`config.mk`:
```
export PLATFORM = sky130hd
export DESIGN_NAME = cache_ctrl
export DESIGN_NICKNAME = d
export VERILOG_FILES = /design/src/hdl/mem_system_pkg.sv /design/src/hdl/cache_ctrl.sv
export SDC_FILE = /design/constraint.sdc
export NUM_CORES = 1
export LEC_CHECK = 0
export CAP_MARGIN = 20
export CORE_ASPECT_RATIO = 1.1
export CORE_MARGIN = 3
export CORE_UTILIZATION = 40
export CTS_CLUSTER_SIZE = 20
export DETAILED_ROUTE_END_ITERATION = 16
export DONT_BUFFER_PORTS = 1
export PLACE_DENSITY = 0.52
export SETUP_SLACK_MARGIN = 0.2
export SLEW_MARGIN = 0
export SYNTH_ARGS = -nofsm -noshare
export SYNTH_HDL_FRONTEND = slang
export SYNTH_SLANG_ARGS = --single-unit
```
`constraint.sdc`:
```
create_clock -name clk -period 5 [get_ports clk]
set_clock_uncertainty 0.15 [all_clocks]
set_input_delay 1.5 -clock clk [delete_from_list [all_inputs] [get_ports clk]]
set_output_delay 1.5 -clock clk [all_outputs]
set_load 0.02 [all_outputs]
```
`src/hdl/mem_system_pkg.sv`:
```
// shared widths, address split, way and memory command structs and the FSM and opcode enums
package mem_system_pkg;

    localparam int tag_w = 5;
    localparam int index_w = 8;
    localparam int word_w = 16;
    localparam int words_per_line = 4;

    // byte address as seen by the cache
    typedef struct packed {
        logic [tag_w-1:0]   tag;
        logic [index_w-1:0] index;
        logic [1:0]         word;
        logic               byte_sel;
    } addr_fields_t;

    // one command, shared by both ways
    typedef struct packed {
        logic [index_w-1:0] index;
        logic [tag_w-1:0]   tag;
        logic [1:0]         word;
        logic [word_w-1:0]  wdata;
        logic               comp;
        logic               write;
        logic               set_dirty;
    } way_cmd_t;

    typedef struct packed {
        logic              hit;
        logic              valid;
        logic              dirty;
        logic [tag_w-1:0]  tag;
        logic [word_w-1:0] rdata;
    } way_status_t;

    typedef enum logic [1:0] {
        mem_idle,
        mem_read,
        mem_write
    } mem_op_e;

    typedef struct packed {
        mem_op_e           op;
        logic [word_w-1:0] addr;
        logic [word_w-1:0] wdata;
    } mem_cmd_t;

    typedef enum logic [2:0] {
        st_idle,
        st_compare,
        st_writeback,
        st_fill_req,
        st_fill_wait,
        st_replay,
        st_error
    } ctrl_state_e;

endpackage
```
`src/hdl/cache_ctrl.sv`:
```
// request FSM of the data cache, runs compare, write-back, line fill and replay for each request
`timescale 1ns/1ns

module cache_ctrl (
    input  logic                        clk,
    input  logic                        rst_n,
    input  logic                        rd,
    input  logic                        wr,
    input  logic [15:0]                 addr,
    input  logic [15:0]                 data_in,
    input  mem_system_pkg::way_status_t sel_status,
    input  logic [15:0]                 rd_data,
    input  logic                        rd_valid,
    input  logic                        bank_busy,
    output mem_system_pkg::way_cmd_t    cmd,
    output mem_system_pkg::mem_cmd_t    mem_cmd,
    output logic                        latch_victim,
    output logic [15:0]                 data_out,
    output logic                        done,
    output logic                        stall,
    output logic                        cache_hit,
    output logic                        err
);

    localparam logic [1:0] last_word = 2'(mem_system_pkg::words_per_line - 1);

    mem_system_pkg::ctrl_state_e state;
    mem_system_pkg::ctrl_state_e next_state;
    mem_system_pkg::addr_fields_t req_addr;
    logic [15:0] req_data;
    logic req_wr;
    logic [1:0] wb_cnt;
    logic [1:0] issue_cnt;
    logic [1:0] ret_cnt;
    logic mem_accept;
    logic bad_req;

    assign bad_req = (rd && wr) || ((rd || wr) && addr[0]);
    assign mem_accept = (mem_cmd.op != mem_system_pkg::mem_idle) && !bank_busy;

    always_comb begin
        next_state = state;
        case (state)
            mem_system_pkg::st_idle: begin
                if (bad_req) begin
                    next_state = mem_system_pkg::st_error;
                end else if (rd || wr) begin
                    next_state = mem_system_pkg::st_compare;
                end
            end
            mem_system_pkg::st_compare: begin
                if (sel_status.hit) begin
                    next_state = mem_system_pkg::st_idle;
                end else if (sel_status.valid && sel_status.dirty) begin
                    next_state = mem_system_pkg::st_writeback;
                end else begin
                    next_state = mem_system_pkg::st_fill_req;
                end
            end
            mem_system_pkg::st_writeback: begin
                if (mem_accept && wb_cnt == last_word) begin
                    next_state = mem_system_pkg::st_fill_req;
                end
            end
            mem_system_pkg::st_fill_req: begin
                if (mem_accept && issue_cnt == last_word) begin
                    next_state = mem_system_pkg::st_fill_wait;
                end
            end
            mem_system_pkg::st_fill_wait: begin
                if (rd_valid && ret_cnt == last_word) begin
                    next_state = mem_system_pkg::st_replay;
                end
            end
            default: next_state = mem_system_pkg::st_idle;
        endcase
    end

    // word counters wrap back to zero after a full line
    always_ff @(posedge clk or negedge rst_n) begin
        if (!rst_n) begin
            state <= mem_system_pkg::st_idle;
            wb_cnt <= '0;
            issue_cnt <= '0;
            ret_cnt <= '0;
            req_wr <= 1'b0;
        end else begin
            state <= next_state;
            if (state == mem_system_pkg::st_writeback && mem_accept) begin
                wb_cnt <= wb_cnt + 1'b1;
            end
            if (state == mem_system_pkg::st_fill_req && mem_accept) begin
                issue_cnt <= issue_cnt + 1'b1;
            end
            if (rd_valid) begin
                ret_cnt <= ret_cnt + 1'b1;
            end
            if (state == mem_system_pkg::st_idle && (rd || wr)) begin
                req_wr <= wr;
            end
        end
    end

    always_ff @(posedge clk) begin
        if (state == mem_system_pkg::st_idle && (rd || wr)) begin
            req_addr <= addr;
            req_data <= data_in;
        end
    end

    // way command, compare access unless a miss is being serviced
    always_comb begin
        cmd.index = req_addr.index;
        cmd.tag = req_addr.tag;
        cmd.word = req_addr.word;
        cmd.wdata = req_data;
        cmd.comp = 1'b1;
        cmd.write = 1'b0;
        cmd.set_dirty = 1'b0;
        case (state)
            mem_system_pkg::st_compare, mem_system_pkg::st_replay: begin
                cmd.write = req_wr;
                cmd.set_dirty = req_wr;
            end
            mem_system_pkg::st_writeback: begin
                cmd.comp = 1'b0;
                cmd.word = wb_cnt;
            end
            mem_system_pkg::st_fill_req, mem_system_pkg::st_fill_wait: begin
                cmd.comp = 1'b0;
                cmd.word = ret_cnt;
                cmd.wdata = rd_data;
                cmd.write = rd_valid;
            end
            default: ;
        endcase
    end

    // held unchanged by construction while bank_busy is high
    always_comb begin
        mem_cmd.op = mem_system_pkg::mem_idle;
        mem_cmd.addr = '0;
        mem_cmd.wdata = sel_status.rdata;
        if (state == mem_system_pkg::st_writeback) begin
            mem_cmd.op = mem_system_pkg::mem_write;
            mem_cmd.addr = {sel_status.tag, req_addr.index, wb_cnt, 1'b0};
        end else if (state == mem_system_pkg::st_fill_req) begin
            mem_cmd.op = mem_system_pkg::mem_read;
            mem_cmd.addr = {req_addr.tag, req_addr.index, issue_cnt, 1'b0};
        end
    end

    assign latch_victim = (state == mem_system_pkg::st_compare) && !sel_status.hit;
    assign cache_hit = (state == mem_system_pkg::st_compare) && sel_status.hit;
    assign err = (state == mem_system_pkg::st_error);
    assign done = cache_hit || err || (state == mem_system_pkg::st_replay);
    assign stall = (state != mem_system_pkg::st_idle);
    assign data_out = sel_status.rdata;

endmodule

```
==> qor.txt <==
Post-route ant nets = 0
Clk buf depth = 2
TritonCTS clock tree = yes
Register Area = 1180 µm²
Die extent in y = 87.3 µm
GRT overflow = 0
Multi-input logic area = 808 µm²
Top FF cell, synth = edfxtp_1
Crit path DAT = 2410 ps
Die span in x = 79.9 µm
Number of synthesized flops with an enable pin = 31
Largest net degree at the start of global routing = 32
# diodes = 0
Sw Share = 47.4%
Crit Path Category = reg -> out
Post-CTS Setup Inserts = 0
Share of synthesized registers carrying an async set or reset = 24.4%
GRT Util Overall = 13.1%
Pint = 783 µW
Worst EP required = 3350 ps
Fin. Hold Viols = 0
Area Growth Syn to Fin = -8.49%
Min Tclk post-route = 4060 ps
Power Dens Cells = 677 nW/µm²
Placement-stage cell area = 2110 µm²
Post-DP HPWL = 3.54 mm
DRC violations left = 0
Clk_lat worst skew = 290 ps
Placer Congestion = 0.761
Synth Cell Area = 2400 µm²
Slew margin rel. = 50.4%
Cells after Synth = 206
Drt total wl = 4.59 mm
Die Area = 6970 µm²
Setup violations, final = 0
Post-CTS Hold Buffers = 0
Library cells used by synthesis = 38
H-tree levels = 2
FMAX = 246 MHz
Min-Delay Path Class = reg -> reg
Flop pwr share = 36.6%
Starting density of the core = 42.8%
Share of cells above drive strength 1 = 18.6%
Initial detailed-routing violation count = 72
Vias per std cell = 5.36
Port bufs = 0
Clock power frac = 14.1%
Leak = 0.809 nW
Crit end category = primary output
CTS sink count = 41
Fill cells = 562
Clk root buf = clkbuf_8
Routed wire per std cell = 19.4 µm
Status = completed
Syn Nets = 287
# nets final = 241
CP max FO = 19
Vias = 1,266
Cts bufs inserted = 5
Post-CTS sizing = 0
Vias in the first global route = 1,317
Slew Limit Fails = 0
Maximum VDD drop = 0.258 mV
Yosys warns = 0
Average size of a mapped cell = 11.7 µm²
Fin crit share = 81.2%
I/O pin count = 167
First-pass GRT wire length = 6.84 mm
Yosys reg bits = 41
Sequential-to-total area share from yosys stat = 49.2%
Combinational share of power = 49.3%
Drt pass-1 iters = 4
Design area = 2200 µm²
Clock-pin slew on the worst setup and hold paths = 80 ps
Worst-Margin Slew = 744 ps
Psw = 705 µW
RSZ-0062 raised after global routing = false
Initial antenna violation count = 0
Worst slack at placement = 1220 ps
Core ar. = 5610 µm²
Max cap viols = 0
Critical Path Start Type = flip-flop
Setup WS post-layout = 938 ps
Post-route setup TNS = 0 ps
Row Count = 28
[cells by family (layout without fill, tap and decap cells)]
kind of cell	after synthesis	after routing	synth area share, %
xor+xnor	4	4	1.46
other cells	1	1	0.156
fa+ha+maj	4	4	1.98
compound gates	23	23	6.77
buf+inv	58	13	17.2
mux	25	25	12.7
flops	41	41	49.2
simple gates	50	50	10.5
[cell usage after synthesis, drive strengths merged, types with 3 or more instances]
| cell | number | area share, % |
|---|---|---|
| ha | 3 | 1.6 |
| buf | 53 | 16 |
| mux2 | 19 | 10 |
| and2 | 9 | 2.3 |
| dfrtp | 10 | 10 |
| xor2 | 4 | 1.5 |
| inv | 3 | 0.47 |
| a21oi | 10 | 2.1 |
| mux2i | 6 | 2.5 |
| o21ai | 3 | 0.63 |
| nor2 | 24 | 3.9 |
| edfxtp | 31 | 39 |
| nor2b | 5 | 1.4 |
| nand2 | 6 | 0.94 |
[through the flow]
stage,util (%),power (mW),hold WS [ps],cells
CTS,39.2,1.50,350,236
global placement,37.6,1.27,326,228
global route,39.2,1.59,372,236
finish,39.2,1.49,353,236
detailed placement,37.6,1.29,336,228
floorplan,-,1.25,308,206
[cell type report]
| type | count | area share (%) |
|---|---|---|
| clock inverter | 2 | 0.683 |
| timing repair buffer | 2 | 0.683 |
| clock buffer | 6 | 3.30 |
| inverter | 3 | 0.513 |
| sequential | 41 | 53.8 |
| multi-input combinational | 107 | 36.8 |
| tap | 75 | 4.27 |
[flip-flops by register name, summed over array words and instances (netlist names)]
signal / count
issue_cnt: 2
wb_cnt: 2
cmd: 13
req_wr: 1
ret_cnt: 2
req_addr: 2
req_data: 16
state: 3
[power groups by stage]
stage               sequential [mW]  clock, mW  combinational, mW
detailed placement            0.549          0              0.742
finish                        0.544      0.210              0.734
floorplan                     0.486          0              0.765
CTS                           0.543      0.219              0.743
global route                  0.559      0.233              0.800
global placement              0.545          0              0.727
[critical path: stages, from the launching register on]
cell and delay (ps):
dfrtp_1 740, nor2b_2 250, a22oi_4 650, mux2_1 480
[routing by layer]
| metal | part of all wire (%) | track usage (%) | vias up |
|---|---|---|---|
| li1 | - | - | 570 |
| met2 | 51 | 22.2 | 91 |
| met4 | 1.5 | 5.53 | 0 |
| met1 | 35 | 13.9 | 590 |
| met5 | 0 | 0 | - |
| met3 | 12 | 6.52 | 15 |
[final timing paths]
path / startpoint / slack, ps / to / cells past startpoint
setup / recovery: state[2] / 940 / cmd[14] / 3
hold / removal: issue_cnt[0] / 350 / issue_cnt[0] / 1
setup reg to reg: state[0] / 2640 / cmd[23] / 5
hold reg to reg: issue_cnt[0] / 350 / issue_cnt[0] / 1
max in group asynchronous: rst_n / 3880 / ret_cnt[1] / 0
min in group asynchronous: rst_n / 750 / state[1] / 0
[layout by cell type (no fill, tap or decap), types with 2 or more instances in the layout]
cell type   count
mux2_1          5
nor2b_1         4
mux2_2          6
edfxtp_1       31
and2_1          9
mux2_4          8
buf_4           2
nor2_1         22
a21oi_1        10
nor2_2          2
clkbuf_8        5
nand2_1         6
dfrtp_1        10
mux2i_1         6
a22o_1          2
inv_1           3
xor2_1          4
ha_1            3
a221oi_1        2
o21ai_0         2
clkinvlp_4      2
(Power assumes the default switching activity.)
