==> src/hdl/mem_system_pkg.sv <==
// shared widths, address split, way and memory command structs and the FSM and opcode enums
package mem_system_pkg;

    localparam int tag_w = 5;
    localparam int index_w = 8;
    localparam int word_w = 16;
    localparam int words_per_line = 4;

    // byte address as seen by the cache
    typedef struct packed {
        logic [tag_w-1:0]   tag;
        logic [index_w-1:0] index;
        logic [1:0]         word;
        logic               byte_sel;
    } addr_fields_t;

    // one command, shared by both ways
    typedef struct packed {
        logic [index_w-1:0] index;
        logic [tag_w-1:0]   tag;
        logic [1:0]         word;
        logic [word_w-1:0]  wdata;
        logic               comp;
        logic               write;
        logic               set_dirty;
    } way_cmd_t;

    typedef struct packed {
        logic              hit;
        logic              valid;
        logic              dirty;
        logic [tag_w-1:0]  tag;
        logic [word_w-1:0] rdata;
    } way_status_t;

    typedef enum logic [1:0] {
        mem_idle,
        mem_read,
        mem_write
    } mem_op_e;

    typedef struct packed {
        mem_op_e           op;
        logic [word_w-1:0] addr;
        logic [word_w-1:0] wdata;
    } mem_cmd_t;

    typedef enum logic [2:0] {
        st_idle,
        st_compare,
        st_writeback,
        st_fill_req,
        st_fill_wait,
        st_replay,
        st_error
    } ctrl_state_e;

endpackage
==> src/hdl/way_select.sv <==
// picks the hit or victim way, holds that choice through a miss and owns the global victim bit
`timescale 1ns/1ns

module way_select (
    input  logic                        clk,
    input  logic                        rst_n,
    input  logic                        latch_victim,
    input  logic                        done,
    input  mem_system_pkg::way_status_t status0,
    input  mem_system_pkg::way_status_t status1,
    output logic                        en0,
    output logic                        en1,
    output logic                        sel_way,
    output mem_system_pkg::way_status_t sel_status
);

    logic victim_bit;
    logic hold;
    logic held_way;
    mem_system_pkg::way_status_t held_status;
    mem_system_pkg::way_status_t live_status;
    logic victim_way;

    // invalid way first, way 0 when both are empty
    always_comb begin
        if (!status0.valid) begin
            victim_way = 1'b0;
        end else if (!status1.valid) begin
            victim_way = 1'b1;
        end else begin
            victim_way = victim_bit;
        end
    end

    assign sel_way = hold ? held_way :
                     (status0.hit || status1.hit) ? status1.hit : victim_way;
    assign live_status = sel_way ? status1 : status0;

    // tag and state bits stay frozen for the write-back address
    always_comb begin
        sel_status = live_status;
        if (hold) begin
            sel_status.valid = held_status.valid;
            sel_status.dirty = held_status.dirty;
            sel_status.tag = held_status.tag;
        end
    end

    assign en0 = !hold || !sel_way;
    assign en1 = !hold || sel_way;

    always_ff @(posedge clk or negedge rst_n) begin
        if (!rst_n) begin
            victim_bit <= 1'b0;
            hold <= 1'b0;
            held_way <= 1'b0;
        end else begin
            if (done) begin
                victim_bit <= ~victim_bit;
                hold <= 1'b0;
            end else if (latch_victim) begin
                hold <= 1'b1;
                held_way <= sel_way;
            end
        end
    end

    always_ff @(posedge clk) begin
        if (latch_victim && !hold) begin
            held_status <= live_status;
        end
    end

endmodule

==> config.mk <==
export PLATFORM = sky130hd
export DESIGN_NAME = way_select
export DESIGN_NICKNAME = d
export VERILOG_FILES = /design/src/hdl/mem_system_pkg.sv /design/src/hdl/way_select.sv
export SDC_FILE = /design/constraint.sdc
export NUM_CORES = 1
export LEC_CHECK = 0
export BUFFER_PORTS_ARGS = -buffer_cell sky130_fd_sc_hd__clkbuf_2
export CAP_MARGIN = 20
export CORE_ASPECT_RATIO = 0.75
export CORE_UTILIZATION = 36
export DETAILED_ROUTE_END_ITERATION = 7
export PLACE_DENSITY = 0.79
export SETUP_SLACK_MARGIN = 0.3
export SLEW_MARGIN = 20
export SYNTH_ARGS = -nofsm -noshare
export SYNTH_HDL_FRONTEND = slang
export SYNTH_SLANG_ARGS = --single-unit
==> constraint.sdc <==
create_clock -name clk -period 2 [get_ports clk]
set_input_delay 0.3 -clock clk [delete_from_list [all_inputs] [get_ports clk]]
set_output_delay 0.3 -clock clk [all_outputs]
set_load 0.005 [all_outputs]
==> reports/metrics.yaml, run 1 <==
status: "completed"
drive_above_1_share_pct: 73.7
yosysSeqAreaShare_pct: 27.5
layout_min_cycle_time_ns: 1.97
cts_buffers: 3
hold_path.class: "input pin to flip-flop"
yosys-top-cells-area: "mux2_4 26%, edfxtp_1 20%, buf_4 12%"
drv_slew: 0
grtUsageMet2_pct: 30.1
synth_top_area_share_pct: 26.0
met3_usage_pct: 4.01
synthAdderAreaFrac_pct: 0
postSynthAreaPerCell_sq_um: 11.2
yosysWarnings: 0
leakagePower_nw: 0.877
area.sequential_sq_um: 285
max_freq_mhz: 507
gp_congestion: 0.762
synth_compound_area_share_pct: 9.16
totalWireLength_um: 2580
slew_headroom_pct: 60.7
holdPathStages: 2
worst_ep_required_time_ns: 1.70
skew_ns: 0.00332
grt_pass1_vias: 879
grt_start_max_net_pins: 14
timing.hold.ws_ns: 0.272
place_hpwl_um: 1900
nets: 228
remaining_drc_errors: 0
post-route-util_pct: 60.3
rows: 16
synth_edf_count: 7
ys_async_sr_fraction_pct: 30.0
wire_per_inst_um: 12.2
ys_ff_latch: 10
reg2reg_to: "held_status[20]$_DFFE_PP_"
die_h_um: 48.5
synth_top_family_by_area: "multiplexers"
place_inst: 190
synth.area.mux_share_pct: 37.2
area_growth_syn_to_layout_pct: 55.8
num_vias: 987
synthSimpleGateAreaFrac_pct: 6.27
io_pins: 79
cts-root-buf: "clkbuf_8"
tightest_slew_ns: 0.587
maxCapViolations: 0
grt_pass1_wl_um: 3810
clk_pin_slew_ns: 0.05
r2r_slack_ns: 0.12
min_from: "done"
drtIter0Drc: 12
end_kind: "output port"
grt.met1_usage_pct: 17.1
path_max_fanout: 5
start_kind: "flip-flop"
power.total_mw: 1.02
post-synth-top-area-cell: "mux2_4"
placed_area_sq_mm: 0.00135
clk_latency_ns: 0.24
overflow: 0
start_util_pct: 38.7
fp.dieW_um: 64.0
cts_tree: "built"
min_delay_worst_endpoint: "hold$_DFFE_PN0P_"
synth_most_common_cell: "mux2_4"
grt-busiest-layer: "met2"
gr-usage-all-layers_pct: 15.9
portBuffers: 78
reg2reg_depth: 8
rsz0062_at_grt: "true"
hold_viol_final: 0
synthXorXnorAreaFrac_pct: 0.843
die-area_sq_mm: 0.00311
r2r-start: "victim_bit$_DFFE_PN0P_"
h-tree-depth: 1
cts_sinks: 10
synth_nets: 145
ys.flop_type: "edfxtp_1"
yosys.cell_types.count: 23
ant_nets: 0
synth_area_sq_mm: 0.00104
dr.pass1.iters: 4
fin_cells: 211
multi_input_area_sq_um: 581
crit_arrival_ns: 1.67
antenna_found_initial: 0
core_sq_mm: 0.00268
setup_violations: 0
synth_commonest_cells: "18 x mux2_4, 17 x buf_4, 10 x nor2_1, 8 x a21oi_1, 7 x edfxtp_1"
crit_type: "flip-flop to output port"
final.fill_count: 229
cts.path.max_buffers: 2
finalInstanceArea_sq_mm: 0.00162
syn_inst: 93
via_per_inst: 4.68
fin_crit_sh_pct: 98.6
ir_drop_v: 0.000408
diodes: 0
powerDensity_mw_per_mm2: 631
logic make-up after synthesis:
logic type	Yosys count
simple gates	14
compound gates	14
flops	10
buf+inv	25
xor+xnor	1
mux	29
cells in the final DEF (no fill, tap or decap), drive strengths merged:
master       netlist  final
a21bo              1      1
a31oi              1      1
nor2              10     10
dfrtp              3      3
xor2               1      1
mux2              23     23
o31ai              1      1
nand2b             2      2
mux2i              6      6
edfxtp             7      7
inv                4      3
dlygate4sd3        0      1
clkbuf             1     81
o22ai              1      1
buf               20     20
nand2              2      2
a21oi              8      8
clkinv             0      2
o21ai              2      2
layer usage:
metal  routed length (um)  up-vias
met5                    0        -
met4                   15        0
met2                 1310       52
met1                 1040      455
met3                  220        2
li1                     -      478
power by group:
group	internal, mW	switching [mW]
Combinational	0.350	0.185
Sequential	0.255	0.0134
Clock	0.135	0.0829
worst max path at each step:
| stage | slack, ns | from | depth (start not counted) | to |
|---|---|---|---|---|
| after floorplan | 0.09 | victim_bit$_DFFE_PN0P_ | 7 | sel_status[10] |
| after global placement | 0.24 | victim_bit$_DFFE_PN0P_ | 6 | sel_status[12] |
| after detailed placement | 0.20 | victim_bit$_DFFE_PN0P_ | 6 | sel_status[15] |
| after CTS | 0.04 | victim_bit$_DFFE_PN0P_ | 6 | sel_status[0] |
| after global routing | -0.03 | victim_bit$_DFFE_PN0P_ | 6 | sel_status[15] |
| final | 0.03 | victim_bit$_DFFE_PN0P_ | 6 | sel_status[8] |
critical path: stages (launching register included):
cell and delay [ns]:
dfrtp_1 0.37, nand2b_4 0.15, a31oi_4 0.15, a21bo_4 0.20
clkbuf_16 0.16, mux2_4 0.29, clkbuf_2 0.11
cell type report:
cell class / count / area share, %
clock buffers: 3 / 2.55
clock inverters: 1 / 0.232
inverters: 4 / 1.24
multi-input cells: 58 / 35.9
flip-flops and latches: 10 / 17.6
well taps: 36 / 2.78
repair buffers: 99 / 39.7
stage by stage:
| stage | setup TNS [ns] | worst slack (ns) |
|---|---|---|
| 2_1_floorplan | 0 | 0.0918 |
| 3_3_place_gp | 0 | 0.238 |
| 3_5_place_dp | 0 | 0.203 |
| 4_1_cts | 0 | 0.0352 |
| 5_1_grt | -0.166 | -0.0276 |
| 6_report | 0 | 0.0274 |
state kept, by name, summed over array words and instances, names as in the netlist:
signal / cells
held_status: 7
hold: 1
held_way: 1
victim_bit: 1
repair_timing:
action	CTS	global route
endpoints found under the setup margin	23	29
pin swaps	0	0
cloned	0	1
endpoints found under the hold margin	3	0
hold buffers	1	0
resized for setup	7	13
setup buffers	9	6
Note: power is estimated with default switching activity, not from simulation.
==> inputs of run 2 (changes only) <==
Settings changed: CORE_MARGIN set to 2.
==> run 2 against run 1 <==
Via count down 5.6%; clock skew is 0.0036 ns higher; design area decreased by 4.8%; sequential share of layout area grew 0.97 points; first-iteration DRC count rose by 8.3%; sequential cell count is the same; maximum frequency fell by 0.54%; core utilization is 2.9 points lower; non-clock buffer count is 7 lower; global-route usage is 1.0 points lower; critical path type unchanged; largest cell class is now multi-input combinational cells; largest power group unchanged.
==> reports/metrics.yaml, run 2 (same netlist as run 1, synthesis figures left out) <==
multi_input_area_sq_um: 581
drive_above_1_share_pct: 73.2
final.fill_count: 246
reg2reg_to: "held_status[16]$_DFFE_PP_"
rows: 16
start_util_pct: 38.7
slew_headroom_pct: 58.5
die-area_sq_mm: 0.00334
status: "completed"
min_delay_worst_endpoint: "hold$_DFFE_PN0P_"
grt_start_max_net_pins: 14
layout_min_cycle_time_ns: 1.98
path_max_fanout: 8
end_kind: "output port"
seq_power_share_pct: 27.7
fin_cells: 204
drv_slew: 0
final_common_cell: "clkbuf_2"
pre_cts_ws_ns: 0.207
crit_type: "flip-flop to output port"
io_pins: 79
grt_pass1_vias: 881
num_vias: 932
gr-usage-all-layers_pct: 14.9
wire_per_inst_um: 12.1
remaining_drc_errors: 0
intPower_mw: 0.705
portBuffers: 78
hold_path.class: "input pin to flip-flop"
worst_ep_required_time_ns: 1.70
final_cell_mix: "77 x clkbuf_2, 23 x mux2_4, 10 x nor2_1"
rsz0062_at_grt: "true"
place_hpwl_um: 1900
nets: 221
overflow: 0
p_sw_mw: 0.267
hold_viol_final: 0
fp.dieW_um: 66.0
fin_crit_sh_pct: 99.2
max_freq_mhz: 504
cts_sinks: 10
start_kind: "flip-flop"
cts.path.max_buffers: 2
diodes: 0
antenna_found_initial: 0
min_from: "done"
cts_tree: "built"
area_growth_syn_to_layout_pct: 48.3
place_inst: 191
r2r_slack_ns: 0.16
gp_congestion: 0.722
drtIter0Drc: 13
area.sequential_sq_um: 287
tightest_slew_ns: 0.620
leakagePower_nw: 0.833
h-tree-depth: 1
setup_violations: 0
clk_pin_slew_ns: 0.04
skew_ns: 0.00691
totalWireLength_um: 2470
post-route-util_pct: 57.4
largest_reg_flops: 7
finalInstanceArea_sq_mm: 0.00154
holdPathStages: 2
core_sq_mm: 0.00268
maxCapViolations: 0
clk_latency_ns: 0.24
grt_pass1_wl_um: 3830
setup_slack_ns: 0.0167
powerDensity_mw_per_mm2: 631
placed_area_sq_mm: 0.00135
ant_nets: 0
swShare_pct: 27.4
combPwrFrac_pct: 49.6
ir_drop_v: 0.000424
dr.pass1.iters: 4
r2r-start: "victim_bit$_DFFE_PN0P_"
die_h_um: 50.5
via_per_inst: 4.57
crit_arrival_ns: 1.68
p_clk_share_pct: 22.6
cts_buffers: 3
cts-root-buf: "clkbuf_8"
reg2reg_depth: 8
top_register: "held_status"
## run 2: changes by cell type in the layout (fill, tap and decap cells not counted), sizes merged
cell / change
buf: -6
clkinv: -2
inv: +1
## run 2: worst max-delay path, stage by stage, from the launching register on
cell,delay [ns]
dfrtp_1,0.38
nand2b_4,0.15
a31oi_4,0.14
a21bo_4,0.20
buf_12,0.15
mux2_4,0.30
clkbuf_2,0.11
## run 2: area by class of cell
type,count,area share (%)
Clock buffer,4,2.92
Timing Repair Buffer,92,36.9
Inverter,4,0.975
Multi-Input combinational cell,58,37.7
Sequential cell,10,18.6
Tap cell,36,2.92
## run 2: power by group through the flow
stage / clock [mW] / combinational (mW) / sequential, mW
CTS: 0.224 / 0.456 / 0.269
finish: 0.220 / 0.482 / 0.270
detailed placement: 0 / 0.389 / 0.274
floorplan: 0 / 0.323 / 0.269
global route: 0.240 / 0.521 / 0.272
global placement: 0 / 0.380 / 0.272
## run 2: worst max-delay path by stage
| stage | from | cells after the start | endpoint | slack [ns] |
|---|---|---|---|---|
| 2_1_floorplan | victim_bit$_DFFE_PN0P_ | 7 | sel_status[10] | 0.09 |
| 3_3_place_gp | victim_bit$_DFFE_PN0P_ | 6 | sel_status[4] | 0.28 |
| 3_5_place_dp | victim_bit$_DFFE_PN0P_ | 6 | sel_status[2] | 0.21 |
| 4_1_cts | victim_bit$_DFFE_PN0P_ | 6 | sel_status[13] | 0.009 |
| 5_1_grt | victim_bit$_DFFE_PN0P_ | 6 | sel_status[2] | -0.04 |
| 6_report | victim_bit$_DFFE_PN0P_ | 6 | sel_status[3] | 0.02 |
## run 2: routing by layer
layer | GRT usage (%) | share of wire, % | up-vias
li1 | - | - | 462
met3 | 3.36 | 11 | 2
met1 | 16.5 | 38 | 417
met5 | 0 | 0 | -
met2 | 28.3 | 51 | 51
met4 | 4.08 | 0.61 | 0
## run 2: what timing repair did
item / in CTS / in global routing
gates cloned: 1 / 0
hold buffers: 1 / 0
endpoints found under the setup margin: 28 / 29
pin swaps: 1 / 1
hold endpoints to repair: 3 / 0
buffers inserted: 2 / 5
gates resized for setup: 9 / 6
## run 2: through the flow
stage	hold WS (ns)	TNS (ns)	total power [mW]
global placement	0.0963	0	0.652
global route	0.273	-0.481	1.03
CTS	0.269	0	0.949
floorplan	0.00441	0	0.593
finish	0.272	0	0.971
detailed placement	0.100	0	0.664
